### src/hw/serial_pkg.sv
/*
 * shared types and constants for the 3-wire serial master
 * WORD_BITS and FIFO_DEPTH should stay powers of two, CLK_DIV at least 2
 */

package serial_pkg;

	// ------------------------------------------------------------------
	// link parameters
	// ------------------------------------------------------------------

	// bits per serial word
	localparam int WORD_BITS = 8;

	// in_clk cycles per serial clock half period
	localparam int CLK_DIV = 4;

	// bit order on the wire, 1 = low bit first
	localparam bit LSB_FIRST = 1'b1;

	// entries per queue
	localparam int FIFO_DEPTH = 8;

	// longest transaction in words
	localparam int MAX_WORDS = 15;
	localparam int CNT_BITS = $clog2(MAX_WORDS + 1);

	// ------------------------------------------------------------------
	// payload and handshake types
	// ------------------------------------------------------------------

	typedef logic [WORD_BITS-1:0] word_t;

	// received word, last marks the end of its frame
	typedef struct packed {
		word_t word;
		logic  last;
	} rx_entry_t;

	// host command, count of 0 is ignored
	typedef struct packed {
		logic [CNT_BITS-1:0] count;
	} cmd_t;

	typedef struct packed {
		logic [CNT_BITS-1:0] words_done;
		logic                underrun;
		logic                overflow;
	} status_t;

endpackage

### src/hw/serial_clkgen.sv
/*
 * serial clock divider with tick strobes, sclk idles high while run is low
 * each run period starts with a full low half period
 */

module serial_clkgen (
	input  logic in_clk,
	input  logic in_rst,
	input  logic run,
	output logic sclk,
	output logic fall_tick,
	output logic rise_tick
);
	import serial_pkg::*;

	localparam int DIV_BITS = $clog2(CLK_DIV);
	localparam logic [DIV_BITS-1:0] DIV_LAST = DIV_BITS'(CLK_DIV - 1);

	// position inside the current half period
	logic [DIV_BITS-1:0] div_cnt;
	// set during the high half of a bit
	logic high_half;
	logic half_end;

	// ------------------------------------------------------------------
	// tick strobes
	// ------------------------------------------------------------------

	// last cycle of a half period
	assign half_end = run && (div_cnt == DIV_LAST);

	// strobes mark the cycle whose closing edge toggles the level
	assign fall_tick = half_end && high_half;
	assign rise_tick = half_end && !high_half;

	// held high when stopped
	assign sclk = !run || high_half;

	// ------------------------------------------------------------------
	// divider
	// ------------------------------------------------------------------
	always_ff @(posedge in_clk) begin
		if (in_rst) begin
			div_cnt <= '0;
			high_half <= 1'b0;
		end else if (!run) begin
			// restart in the low half next time
			div_cnt <= '0;
			high_half <= 1'b0;
		end else if (half_end) begin
			div_cnt <= '0;
			high_half <= !high_half;
		end else begin
			div_cnt <= div_cnt + 1'b1;
		end
	end

endmodule

### src/hw/serial_shifter.sv
/*
 * shifts one word out on sdo and one word in from sdi per load strobe
 * load must not arrive before word_done of the previous word
 */

module serial_shifter #(
	parameter bit lsb_first = serial_pkg::LSB_FIRST
) (
	input  logic               in_clk,
	input  logic               in_rst,
	input  logic               load,
	input  serial_pkg::word_t  load_word,
	input  logic               sdi,
	output logic               sclk,
	output logic               sdo,
	output logic               word_done,
	output serial_pkg::word_t  rx_word
);
	import serial_pkg::*;

	localparam int BIT_BITS = $clog2(WORD_BITS);
	localparam logic [BIT_BITS-1:0] LAST_BIT = BIT_BITS'(WORD_BITS - 1);

	// word in flight
	logic running;

	// bits already shifted in this word
	logic [BIT_BITS-1:0] bit_cnt;
	// bit counter mapped to the wire order
	logic [BIT_BITS-1:0] actual_bit;

	word_t tx_reg;
	word_t rx_reg;

	logic fall_tick;
	logic rise_tick;

	// ------------------------------------------------------------------
	// bit order
	// ------------------------------------------------------------------
	generate
		if (lsb_first) begin : g_lsb
			assign actual_bit = bit_cnt;
		end else begin : g_msb
			assign actual_bit = LAST_BIT - bit_cnt;
		end
	endgenerate

	// ------------------------------------------------------------------
	// serial clock
	// ------------------------------------------------------------------
	serial_clkgen i_clkgen (
		.in_clk   (in_clk),
		.in_rst   (in_rst),
		.run      (running),
		.sclk     (sclk),
		.fall_tick(fall_tick),
		.rise_tick(rise_tick)
	);

	// data line idles high
	assign sdo = running ? tx_reg[actual_bit] : 1'b1;

	// closing fall tick of the last bit ends the word
	assign word_done = running && fall_tick && (bit_cnt == LAST_BIT);

	assign rx_word = rx_reg;

	// ------------------------------------------------------------------
	// control
	// ------------------------------------------------------------------
	always_ff @(posedge in_clk) begin
		if (in_rst) begin
			running <= 1'b0;
			bit_cnt <= '0;
		end else if (load) begin
			running <= 1'b1;
			bit_cnt <= '0;
		end else if (running && fall_tick) begin
			if (bit_cnt == LAST_BIT) begin
				// stop, sclk back to idle
				running <= 1'b0;
				bit_cnt <= '0;
			end else begin
				bit_cnt <= bit_cnt + 1'b1;
			end
		end
	end

	// payload registers
	always_ff @(posedge in_clk) begin
		if (load) begin
			tx_reg <= load_word;
		end
		// sample on the rising sclk edge
		if (running && rise_tick) begin
			rx_reg[actual_bit] <= sdi;
		end
	end

	// controller waits for word_done before the next load
	a_no_load_busy : assert property (
		@(posedge in_clk) disable iff (in_rst) load |-> !running
	) else $error("load while a word is still shifting");

endmodule

### src/hw/word_fifo.sv
/*
 * synchronous queue, FIFO_DEPTH must be a power of two
 * push on full is dropped, pop on empty is ignored, head is stale when empty
 */

module word_fifo #(
	parameter type payload_t = serial_pkg::word_t
) (
	input  logic     in_clk,
	input  logic     in_rst,
	input  logic     push,
	input  payload_t push_data,
	input  logic     pop,
	output payload_t head,
	output logic     empty,
	output logic     full
);
	import serial_pkg::*;

	localparam int PTR_BITS = $clog2(FIFO_DEPTH);
	localparam int OCC_BITS = $clog2(FIFO_DEPTH + 1);

	payload_t mem [FIFO_DEPTH];

	logic [PTR_BITS-1:0] rd_ptr;
	logic [PTR_BITS-1:0] wr_ptr;
	// number of stored entries
	logic [OCC_BITS-1:0] occ;

	logic do_push;
	logic do_pop;

	// ------------------------------------------------------------------
	// flags and accepted operations
	// ------------------------------------------------------------------
	assign empty = (occ == '0);
	assign full = (occ == OCC_BITS'(FIFO_DEPTH));

	assign do_push = push && !full;
	assign do_pop = pop && !empty;

	// oldest entry always visible
	assign head = mem[rd_ptr];

	// storage
	always_ff @(posedge in_clk) begin
		if (do_push) begin
			mem[wr_ptr] <= push_data;
		end
	end

	// pointers wrap on their own
	always_ff @(posedge in_clk) begin
		if (in_rst) begin
			rd_ptr <= '0;
			wr_ptr <= '0;
			occ <= '0;
		end else begin
			if (do_push) begin
				wr_ptr <= wr_ptr + 1'b1;
			end
			if (do_pop) begin
				rd_ptr <= rd_ptr + 1'b1;
			end
			case ({do_push, do_pop})
				2'b10: occ <= occ + 1'b1;
				2'b01: occ <= occ - 1'b1;
				default: ;
			endcase
		end
	end

	a_occ_bound : assert property (
		@(posedge in_clk) disable iff (in_rst) occ <= OCC_BITS'(FIFO_DEPTH)
	) else $error("queue occupancy above depth");

endmodule

### src/hw/serial_ctrl.sv
/*
 * transaction sequencer, commands are taken only while busy is low
 * underrun is decided when the transmit queue is empty at a word boundary
 */

module serial_ctrl (
	input  logic                  in_clk,
	input  logic                  in_rst,
	input  logic                  cmd_valid,
	input  serial_pkg::cmd_t      cmd,
	input  logic                  tx_empty,
	input  serial_pkg::word_t     tx_head,
	input  logic                  word_done,
	input  serial_pkg::word_t     rx_word,
	input  logic                  rx_full,
	output logic                  tx_pop,
	output logic                  load,
	output serial_pkg::word_t     load_word,
	output logic                  rx_push,
	output serial_pkg::rx_entry_t rx_data,
	output logic                  sel_n,
	output logic                  busy,
	output logic                  done,
	output serial_pkg::status_t   status
);
	import serial_pkg::*;

	typedef enum logic [1:0] {st_idle, st_load, st_shift, st_finish} state_t;

	state_t state;
	// words still owed, current one included
	logic [CNT_BITS-1:0] remaining;
	status_t stat_q;

	logic cmd_take;
	logic last_word;

	// ------------------------------------------------------------------
	// outputs
	// ------------------------------------------------------------------

	// finish cycle counts as idle for the host
	assign busy = (state == st_load) || (state == st_shift);
	assign done = (state == st_finish);
	assign status = stat_q;

	// zero count ignored
	assign cmd_take = cmd_valid && !busy && (cmd.count != '0);

	// pop and load together
	assign tx_pop = (state == st_load) && !tx_empty;
	assign load = tx_pop;
	assign load_word = tx_head;

	// final word by count or by empty queue
	assign last_word = (remaining == CNT_BITS'(1)) || tx_empty;

	assign rx_push = (state == st_shift) && word_done;
	assign rx_data = '{word: rx_word, last: last_word};

	// ------------------------------------------------------------------
	// FSM
	// ------------------------------------------------------------------
	always_ff @(posedge in_clk) begin
		if (in_rst) begin
			state <= st_idle;
			sel_n <= 1'b1;
			remaining <= '0;
			stat_q <= '0;
		end else begin
			case (state)
				st_idle, st_finish: begin
					if (cmd_take) begin
						state <= st_load;
						sel_n <= 1'b0;
						remaining <= cmd.count;
						stat_q <= '0;
					end else begin
						state <= st_idle;
					end
				end
				st_load: begin
					// nothing to send for the first word
					if (tx_empty) begin
						stat_q.underrun <= 1'b1;
						sel_n <= 1'b1;
						state <= st_finish;
					end else begin
						state <= st_shift;
					end
				end
				st_shift: begin
					if (word_done) begin
						remaining <= remaining - 1'b1;
						stat_q.words_done <= stat_q.words_done + 1'b1;
						// entry lost in the receive queue
						if (rx_full) begin
							stat_q.overflow <= 1'b1;
						end
						if (last_word) begin
							if (remaining != CNT_BITS'(1)) begin
								stat_q.underrun <= 1'b1;
							end
							sel_n <= 1'b1;
							state <= st_finish;
						end else begin
							state <= st_load;
						end
					end
				end
				default: state <= st_idle;
			endcase
		end
	end

	a_done_pulse : assert property (
		@(posedge in_clk) disable iff (in_rst) done |=> !done
	) else $error("done held for more than one cycle");

endmodule

### src/hw/serial_top.sv
/*
 * 3-wire serial master with transmit and receive queues
 * single clock domain, no back-pressure on either queue
 */

module serial_top (
	input  logic                  in_clk,
	input  logic                  in_rst,
	input  logic                  tx_push,
	input  serial_pkg::word_t     tx_word,
	input  logic                  cmd_valid,
	input  serial_pkg::cmd_t      cmd,
	input  logic                  rx_pop,
	input  logic                  sdi,
	output logic                  tx_full,
	output serial_pkg::rx_entry_t rx_head,
	output logic                  rx_empty,
	output logic                  busy,
	output logic                  done,
	output serial_pkg::status_t   status,
	output logic                  sclk,
	output logic                  sdo,
	output logic                  sel_n
);
	import serial_pkg::*;

	// transmit queue to controller
	logic  tx_empty;
	logic  tx_pop;
	word_t tx_head;

	// controller and shifter
	logic  load;
	word_t load_word;
	logic  word_done;
	word_t rx_word;

	// controller to receive queue
	logic      rx_push;
	logic      rx_full;
	rx_entry_t rx_data;

	// ------------------------------------------------------------------
	// queues
	// ------------------------------------------------------------------
	word_fifo #(.payload_t(word_t)) i_tx_fifo (
		.in_clk   (in_clk),
		.in_rst   (in_rst),
		.push     (tx_push),
		.push_data(tx_word),
		.pop      (tx_pop),
		.head     (tx_head),
		.empty    (tx_empty),
		.full     (tx_full)
	);

	word_fifo #(.payload_t(rx_entry_t)) i_rx_fifo (
		.in_clk   (in_clk),
		.in_rst   (in_rst),
		.push     (rx_push),
		.push_data(rx_data),
		.pop      (rx_pop),
		.head     (rx_head),
		.empty    (rx_empty),
		.full     (rx_full)
	);

	// ------------------------------------------------------------------
	// sequencer and shifter
	// ------------------------------------------------------------------
	serial_ctrl i_ctrl (
		.in_clk   (in_clk),
		.in_rst   (in_rst),
		.cmd_valid(cmd_valid),
		.cmd      (cmd),
		.tx_empty (tx_empty),
		.tx_head  (tx_head),
		.word_done(word_done),
		.rx_word  (rx_word),
		.rx_full  (rx_full),
		.tx_pop   (tx_pop),
		.load     (load),
		.load_word(load_word),
		.rx_push  (rx_push),
		.rx_data  (rx_data),
		.sel_n    (sel_n),
		.busy     (busy),
		.done     (done),
		.status   (status)
	);

	serial_shifter i_shifter (
		.in_clk   (in_clk),
		.in_rst   (in_rst),
		.load     (load),
		.load_word(load_word),
		.sdi      (sdi),
		.sclk     (sclk),
		.sdo      (sdo),
		.word_done(word_done),
		.rx_word  (rx_word)
	);

endmodule

### config.mk
export PLATFORM = sky130hd
export DESIGN_NAME = serial_top
export DESIGN_NICKNAME = d
export VERILOG_FILES = /design/src/hw/serial_pkg.sv /design/src/hw/serial_clkgen.sv /design/src/hw/serial_shifter.sv /design/src/hw/word_fifo.sv /design/src/hw/serial_ctrl.sv /design/src/hw/serial_top.sv
export SDC_FILE = /design/constraint.sdc
export NUM_CORES = 1
export LEC_CHECK = 0
export BUFFER_PORTS_ARGS = -buffer_cell sky130_fd_sc_hd__buf_2
export CAP_MARGIN = 10
export CORE_ASPECT_RATIO = 1.1
export CORE_UTILIZATION = 40
export CTS_CLUSTER_SIZE = 14
export DETAILED_ROUTE_END_ITERATION = 6
export GPL_TIMING_DRIVEN = 0
export PLACE_DENSITY = 0.62
export SETUP_SLACK_MARGIN = 0.15
export SKIP_LAST_GASP = 1
export SYNTH_ARGS = -nofsm -noshare
export SYNTH_HDL_FRONTEND = slang
export SYNTH_HIERARCHICAL = 1
export SYNTH_SLANG_ARGS = --single-unit
export TNS_END_PERCENT = 100
### constraint.sdc
create_clock -name in_clk -period 6.6 [get_ports in_clk]
set_input_delay 0.66 -clock in_clk [delete_from_list [all_inputs] [get_ports in_clk]]
set_output_delay 0.66 -clock in_clk [all_outputs]
set_load 0.05 [all_outputs]
Word-level counts from Yosys, hierarchy flattened
Memories as Yosys holds them, arrays and structs flattened. A register that Yosys moved wholly into a read port is not among the register bits.
Index checks and enable logic that the tools add are counted.
{"block": "classes", "n_lt_le_gt_ge": 2, "multipliers": 0, "n_bitwise": 1, "eq_ne": 19, "shift": 0, "mux": 39, "add_sub_neg": 12, "n_reduce_logical": 43, "div": 0}
{"operator": "$pmux 4 s2", "count": 4}
{"operator": "$mux 1", "count": 19}
{"operator": "$add 3x1->3 const B", "count": 5}
{"operator": "$logic_and 1x1->1", "count": 15}
{"operator": "$add 4x1->4 const B", "count": 3}
{"operator": "$mux 6", "count": 2}
{"operator": "$sub 4x1->4 const B", "count": 3}
{"operator": "$eq 2x2->1 const B", "count": 5}
{"operator": "$reduce_bool 2->1", "count": 5}
{"operator": "$mux 3", "count": 3}
{"operator": "$bwmux 8", "count": 1}
{"operator": "$eq 4x4->1 const B", "count": 2}
{"operator": "$logic_not 4->1", "count": 2}
{"operator": "$mux 4", "count": 2}
{"operator": "$ne 2x1->1 const B", "count": 4}
{"operator": "$reduce_and 4->1", "count": 2}
{"operator": "$logic_not 1->1", "count": 7}
{"operator": "$eq 2x1->1 const B", "count": 3}
{"operator": "$pmux 1 s3", "count": 2}
{"operator": "$pmux 2 s3", "count": 1}
{"operator": "$reduce_or 2->1", "count": 3}
{"operator": "$reduce_and 5->1", "count": 1}
{"operator": "$eq 4x1->1 const B", "count": 1}
{"operator": "$lt 3x4->1 const B", "count": 1}
{"operator": "other kinds (16)", "count": 20}
{"block": "totals", "reg_bits": 48, "latch_bits": 0, "out_inout_bits": 22, "mem_bits_ro": 0, "mem_bits_rw": 136, "n_memories": 2}
{"name": "i_rx_fifo.mem", "depth": 8, "word_bits": 9, "read_ports": 1, "rd_ports_with_merged_regs": 1, "wr": 1, "line_no": "word_fifo.sv:23", "source": "payload_t mem [FIFO_DEPTH];"}
{"name": "i_tx_fifo.mem", "depth": 8, "word_bits": 8, "read_ports": 1, "rd_ports_with_merged_regs": 1, "wr": 1, "line_no": "word_fifo.sv:23"}

Longest topological paths before layout
{"block": "logic_depth", "ltp_word": 9, "mapped_depth": 14}

Modules after synthesis
The synthesis kept the hierarchy.
{"mod": "word_fifo at i_rx_fifo", "seq_area_each_um2": 2422.3, "cells_each": 178, "n_inst": 1, "area_per_inst_um2": 3439.5}
{"mod": "word_fifo at i_tx_fifo", "seq_area_each_um2": 2182.1, "cells_each": 167, "n_inst": 1, "area_per_inst_um2": 3129.3}
{"mod": "serial_ctrl", "seq_area_each_um2": 260.2, "cells_each": 121, "n_inst": 1, "area_per_inst_um2": 970.9}
{"mod": "serial_shifter", "seq_area_each_um2": 560.5, "cells_each": 55, "n_inst": 1, "area_per_inst_um2": 802.0}
{"mod": "serial_clkgen", "seq_area_each_um2": 60.1, "cells_each": 13, "n_inst": 1, "area_per_inst_um2": 130.1}

Least setup slack after synthesis
No wires, ideal clock.
{"block": "synth_timing", "kind": "register -> register", "from": "register i_tx_fifo.occ[1]", "to": "register i_tx_fifo.occ[3]", "arrival_ps": 2808, "path_buffers": 3, "t_required_ps": 6479, "synth_period_minus_slack_ps": 2929, "setup_slack_ps": 3671, "path_stages_with_launch": 13, "cell_sequence": "dfxtp_1 buf_2 nor4_1 nand2b_1 inv_1 buf_4 o41a_1 ha_1 buf_2 nor4b_1 a41oi_1 o41ai_1 mux2_2"}
{"block": "synth_between", "elab_chain_cells": 6, "elab_cells_between_ends": 13, "cone_classes": "add/sub: 2; eq/ne: 3; mux: 1; reduce/logical: 7"}
{"item": "start: declaration", "line_no": "word_fifo.sv:28", "source": "logic [OCC_BITS-1:0] occ;"}
{"item": "start signal: assignment", "line_no": "word_fifo.sv:66", "source": "2'b10: occ <= occ + 1'b1;"}
{"item": "start signal: assignment", "line_no": "word_fifo.sv:67", "source": "2'b01: occ <= occ - 1'b1;"}
{"item": "start signal: assignment", "line_no": "word_fifo.sv:74", "source": "@(posedge in_clk) disable iff (in_rst) occ <= OCC_BITS'(FIFO_DEPTH)"}
{"item": "$logic_not 4->1 *", "line_no": "word_fifo.sv:36", "source": "assign empty = (occ == '0);"}
{"item": "via tx_empty", "line_no": "serial_top.sv:28", "source": "logic tx_empty;"}
{"item": "$logic_not 1->1 *", "line_no": "serial_ctrl.sv:51", "source": "assign tx_pop = (state == st_load) && !tx_empty;"}
{"item": "$logic_and 1x1->1 *", "line_no": "serial_ctrl.sv:51"}
{"item": "via load", "line_no": "serial_top.sv:33", "source": "logic load;"}
{"item": "$logic_and 1x1->1 *", "line_no": "word_fifo.sv:40", "source": "assign do_pop = pop && !empty;"}
{"item": "via i_tx_fifo.do_pop", "line_no": "word_fifo.sv:31", "source": "logic do_pop;"}
{"item": "$eq 2x1->1 / $eq 2x2->1 (equally long branches)", "line_no": "word_fifo.sv:65", "source": "case ({do_push, do_pop})"}
{"item": "$pmux 4 s2 / $reduce_bool 2->1 (equally long branches)"}
Mark *: on every way through the listed nets, which the timed path passes. The rest lies on a longest branch.
A chain may end at the register's enable or synchronous reset.

Final worst setup path
Ends and elaborated chain as after synthesis.

==> key figures <==
Critical path
  • Critical Path RT: 6.91 ns
  • Crit Path Max Fanout: 14
  • Critical Path Source: i_tx_fifo/occ[1]
  • R2r startpoint: i_tx_fifo/occ[1]
  • Crit Path Class: reg -> reg
  • Arrival time at the worst endpoint: 3.76 ns
  • Worst setup EP type: flop
  • Startpoint Class: flop
  • Reg2Reg Setup Slack: 3.15 ns

STA
  • Final hold violations: 0
  • Unrepaired setup endpoints after global routing: false
  • # setup viols final: 0
  • Period utilization: 52.3%
  • Worst slew margin: 32.1%
  • Fin crit period: 3.45 ns
  • WHS: 0.441 ns
  • Max-slew violations: 0
  • Highest clock rate: 0.290 GHz
  • Clock skew: 0.0123 ns
  • Post-route setup TNS: 0 ns
  • Worst Tran Pin Value: 1.01 ns

Routing
  • Drt first pass iters: 4
  • Final wirelength: 14400 um
  • Routed via count: 4522
  • Vias per cell: 5.24
  • Routed wire per std cell: 16.6 um
  • Initial drt markers: 220
  • DR DRC count: 0
  • ANT nets after route: 0

Placed design
  • Port Buffers: 39
  • Post-placement cell area: 9000 um2
  • Gpl congestion: 0.765
  • HPWL Detailed: 9680 um

Finish
  • Diodes inserted: 0
  • Total Nets Final: 631
  • Layout area overhead: 13.3%
  • Biggest regs: i_rx_fifo/mem x72, i_tx_fifo/mem x64
  • Fill cell count: 1777
  • Layout cell share with drive strength beyond 1: 22.7%
  • Largest register FFs: 72
  • Final instance area: 9600 um2
  • Reg with most FFs: i_rx_fifo/mem

Yosys
  • Area leader, netlist: edfxtp_1
  • Syn. warnings: 6
  • Share of the yosys chip area belonging to registers: 64.7%
  • Number of synthesized register bits: 198
  • Async SR Flop Fraction: 0%
  • Synth area leaders: edfxtp_1 54%, dfxtp_1 11%, mux4_1 10%, ha_1 2.8%, mux2_2 2.7%
  • Post-synth top cells: 152 x edfxtp_1, 47 x nor2_1, 46 x dfxtp_1
  • Synth top area share: 53.9%
  • Most frequent cell after synthesis: edfxtp_1
  • Post-Syn Nets: 571
  • Post-synth cell types: 56
  • Synthesized instance count: 534
  • Post-synthesis cell area: 8470 um2
  • Ys flop type: edfxtp_1
  • Syn avg cell area: 15.9 um2
  • EDFF count, synth: 152

CTS
  • PostCTS Resize Cnt: 0
  • Max Buffers Root-to-Sink: 2
  • CTS tree: done
  • Clock sink count: 198
  • Post-CTS Hold Fix Bufs: 0
  • Worst skew pair latency: 0.43 ns
  • Postcts setup bufs: 0
  • H-tree lvl count: 4
  • Root Buffer: clkbuf_16
  • Clk pin slew, worst setup/hold paths: 0.07 ns
  • Num CTS Buffers: 17

Pwr
  • Peak supply drop: 171 uV
  • PD cells: 271 nW/um2
  • Tot Pwr: 2610 uW
  • P_leak: 0.00336 uW

Status
  • Run status: completed

Die
  • Io pins: 40
  • Total die area: 21800 um2
  • Row count: 55
  • Core area: 20600 um2
  • Initial Util: 41.0%
  • Die X: 141 um
  • Die Ht: 155 um

Global routing
  • GRT overflow: 0
  • Gr usage total: 13.9%
  • Initial antenna violation count: 0
  • Largest net degree at the start of global routing: 21
  • First-pass GRT wire length: 22900 um
  • Vias in the first global route: 4483

Flow run
  • Max-Cap Viols: 0

Hold path
  • HP Start: i_shifter/i_clkgen/div_cnt[0]
  • Type of the most critical hold path: reg -> reg
==> cell families after synthesis <==
| logic type | count (synthesis) | synth area share, % |
|---|---|---|
| compound gates | 48 | 4.03 |
| buf+inv | 51 | 3.90 |
| xor+xnor | 13 | 1.34 |
| simple gates | 135 | 7.83 |
| fa+ha+maj | 19 | 2.81 |
| flops | 198 | 64.7 |
| mux | 70 | 15.3 |
==> metrics by stage <==
step,utilization [%],setup WS (ns),std cells
floorplan,-,3.67,534
global placement,43.5,2.96,829
detailed placement,43.6,3.22,829
CTS,46.4,3.19,861
global route,46.5,2.89,863
finish,46.5,3.15,863
==> worst paths after layout <==
kind / endpoint / cells after the start
hold / removal: i_shifter/i_clkgen/div_cnt[0] / 1
setup reg to reg: i_tx_fifo/occ[3] / 12
hold reg to reg: i_shifter/i_clkgen/div_cnt[0] / 1
setup / recovery: i_tx_fifo/occ[3] / 12
==> power by group <==
part | switching [uW] | total, uW | internal [uW]
Clock | 493 | 1000 | 509
Combinational | 127 | 214 | 86.9
Sequential | 18.5 | 1390 | 1370
==> critical path, cell delays in order, from the launching register on <==
cell and delay, ns:
dfxtp_1 0.30, buf_2 0.15, nor4_1 0.62, nand2b_1 0.22
inv_1 0.23, buf_4 0.22, o41a_1 0.18, ha_1 0.31
buf_2 0.17, nor4b_1 0.35, a41oi_1 0.10, o41ai_1 0.11
mux2_2 0.38
==> per-layer routing <==
metal,share of wire (%),wire length (um),vias up,GRT usage (%)
li1,-,-,2174,-
met1,43,6120,2252,15.9
met2,53,7620,74,25.5
met3,2.6,378,22,2.57
met4,1.6,235,0,5.59
met5,0,0,-,0
==> cells in the final DEF, fill, tap and decap left out, types with 3 or more instances in the layout <==
| master | synthesis | final |
|---|---|---|
| clkinv_8 | 0 | 4 |
| xnor2_1 | 3 | 3 |
| buf_2 | 7 | 47 |
| a21oi_1 | 20 | 20 |
| buf_6 | 4 | 4 |
| ha_1 | 19 | 19 |
| nand2_1 | 28 | 28 |
| dfxtp_1 | 46 | 46 |
| o41a_1 | 3 | 3 |
| a211oi_1 | 3 | 3 |
| nand2b_1 | 11 | 11 |
| inv_8 | 0 | 4 |
| inv_1 | 13 | 13 |
| nand3_1 | 11 | 11 |
| xor2_1 | 10 | 10 |
| mux2_2 | 20 | 20 |
| o21ai_1 | 4 | 4 |
| inv_6 | 0 | 3 |
| nor2b_1 | 4 | 4 |
| mux4_1 | 33 | 33 |
| nor2_1 | 47 | 47 |
| clkbuf_16 | 0 | 17 |
| nor3_1 | 13 | 11 |
| clkbuf_1 | 5 | 6 |
| mux2i_1 | 14 | 14 |
| edfxtp_1 | 152 | 152 |
| buf_4 | 18 | 18 |
==> area by class of cell <==
cell class / count / area (um2) / share of cell area (%)
plain buffers: 38 / 282 / 2.93
clock buffers: 18 / 429 / 4.47
clock inverters: 14 / 158 / 1.64
inverters: 13 / 48.8 / 0.508
multi-input cells: 285 / 2670 / 27.8
flip-flops and latches: 198 / 5490 / 57.2
well taps: 256 / 320 / 3.34
repair buffers: 41 / 208 / 2.16
(Power assumes the default switching activity.)
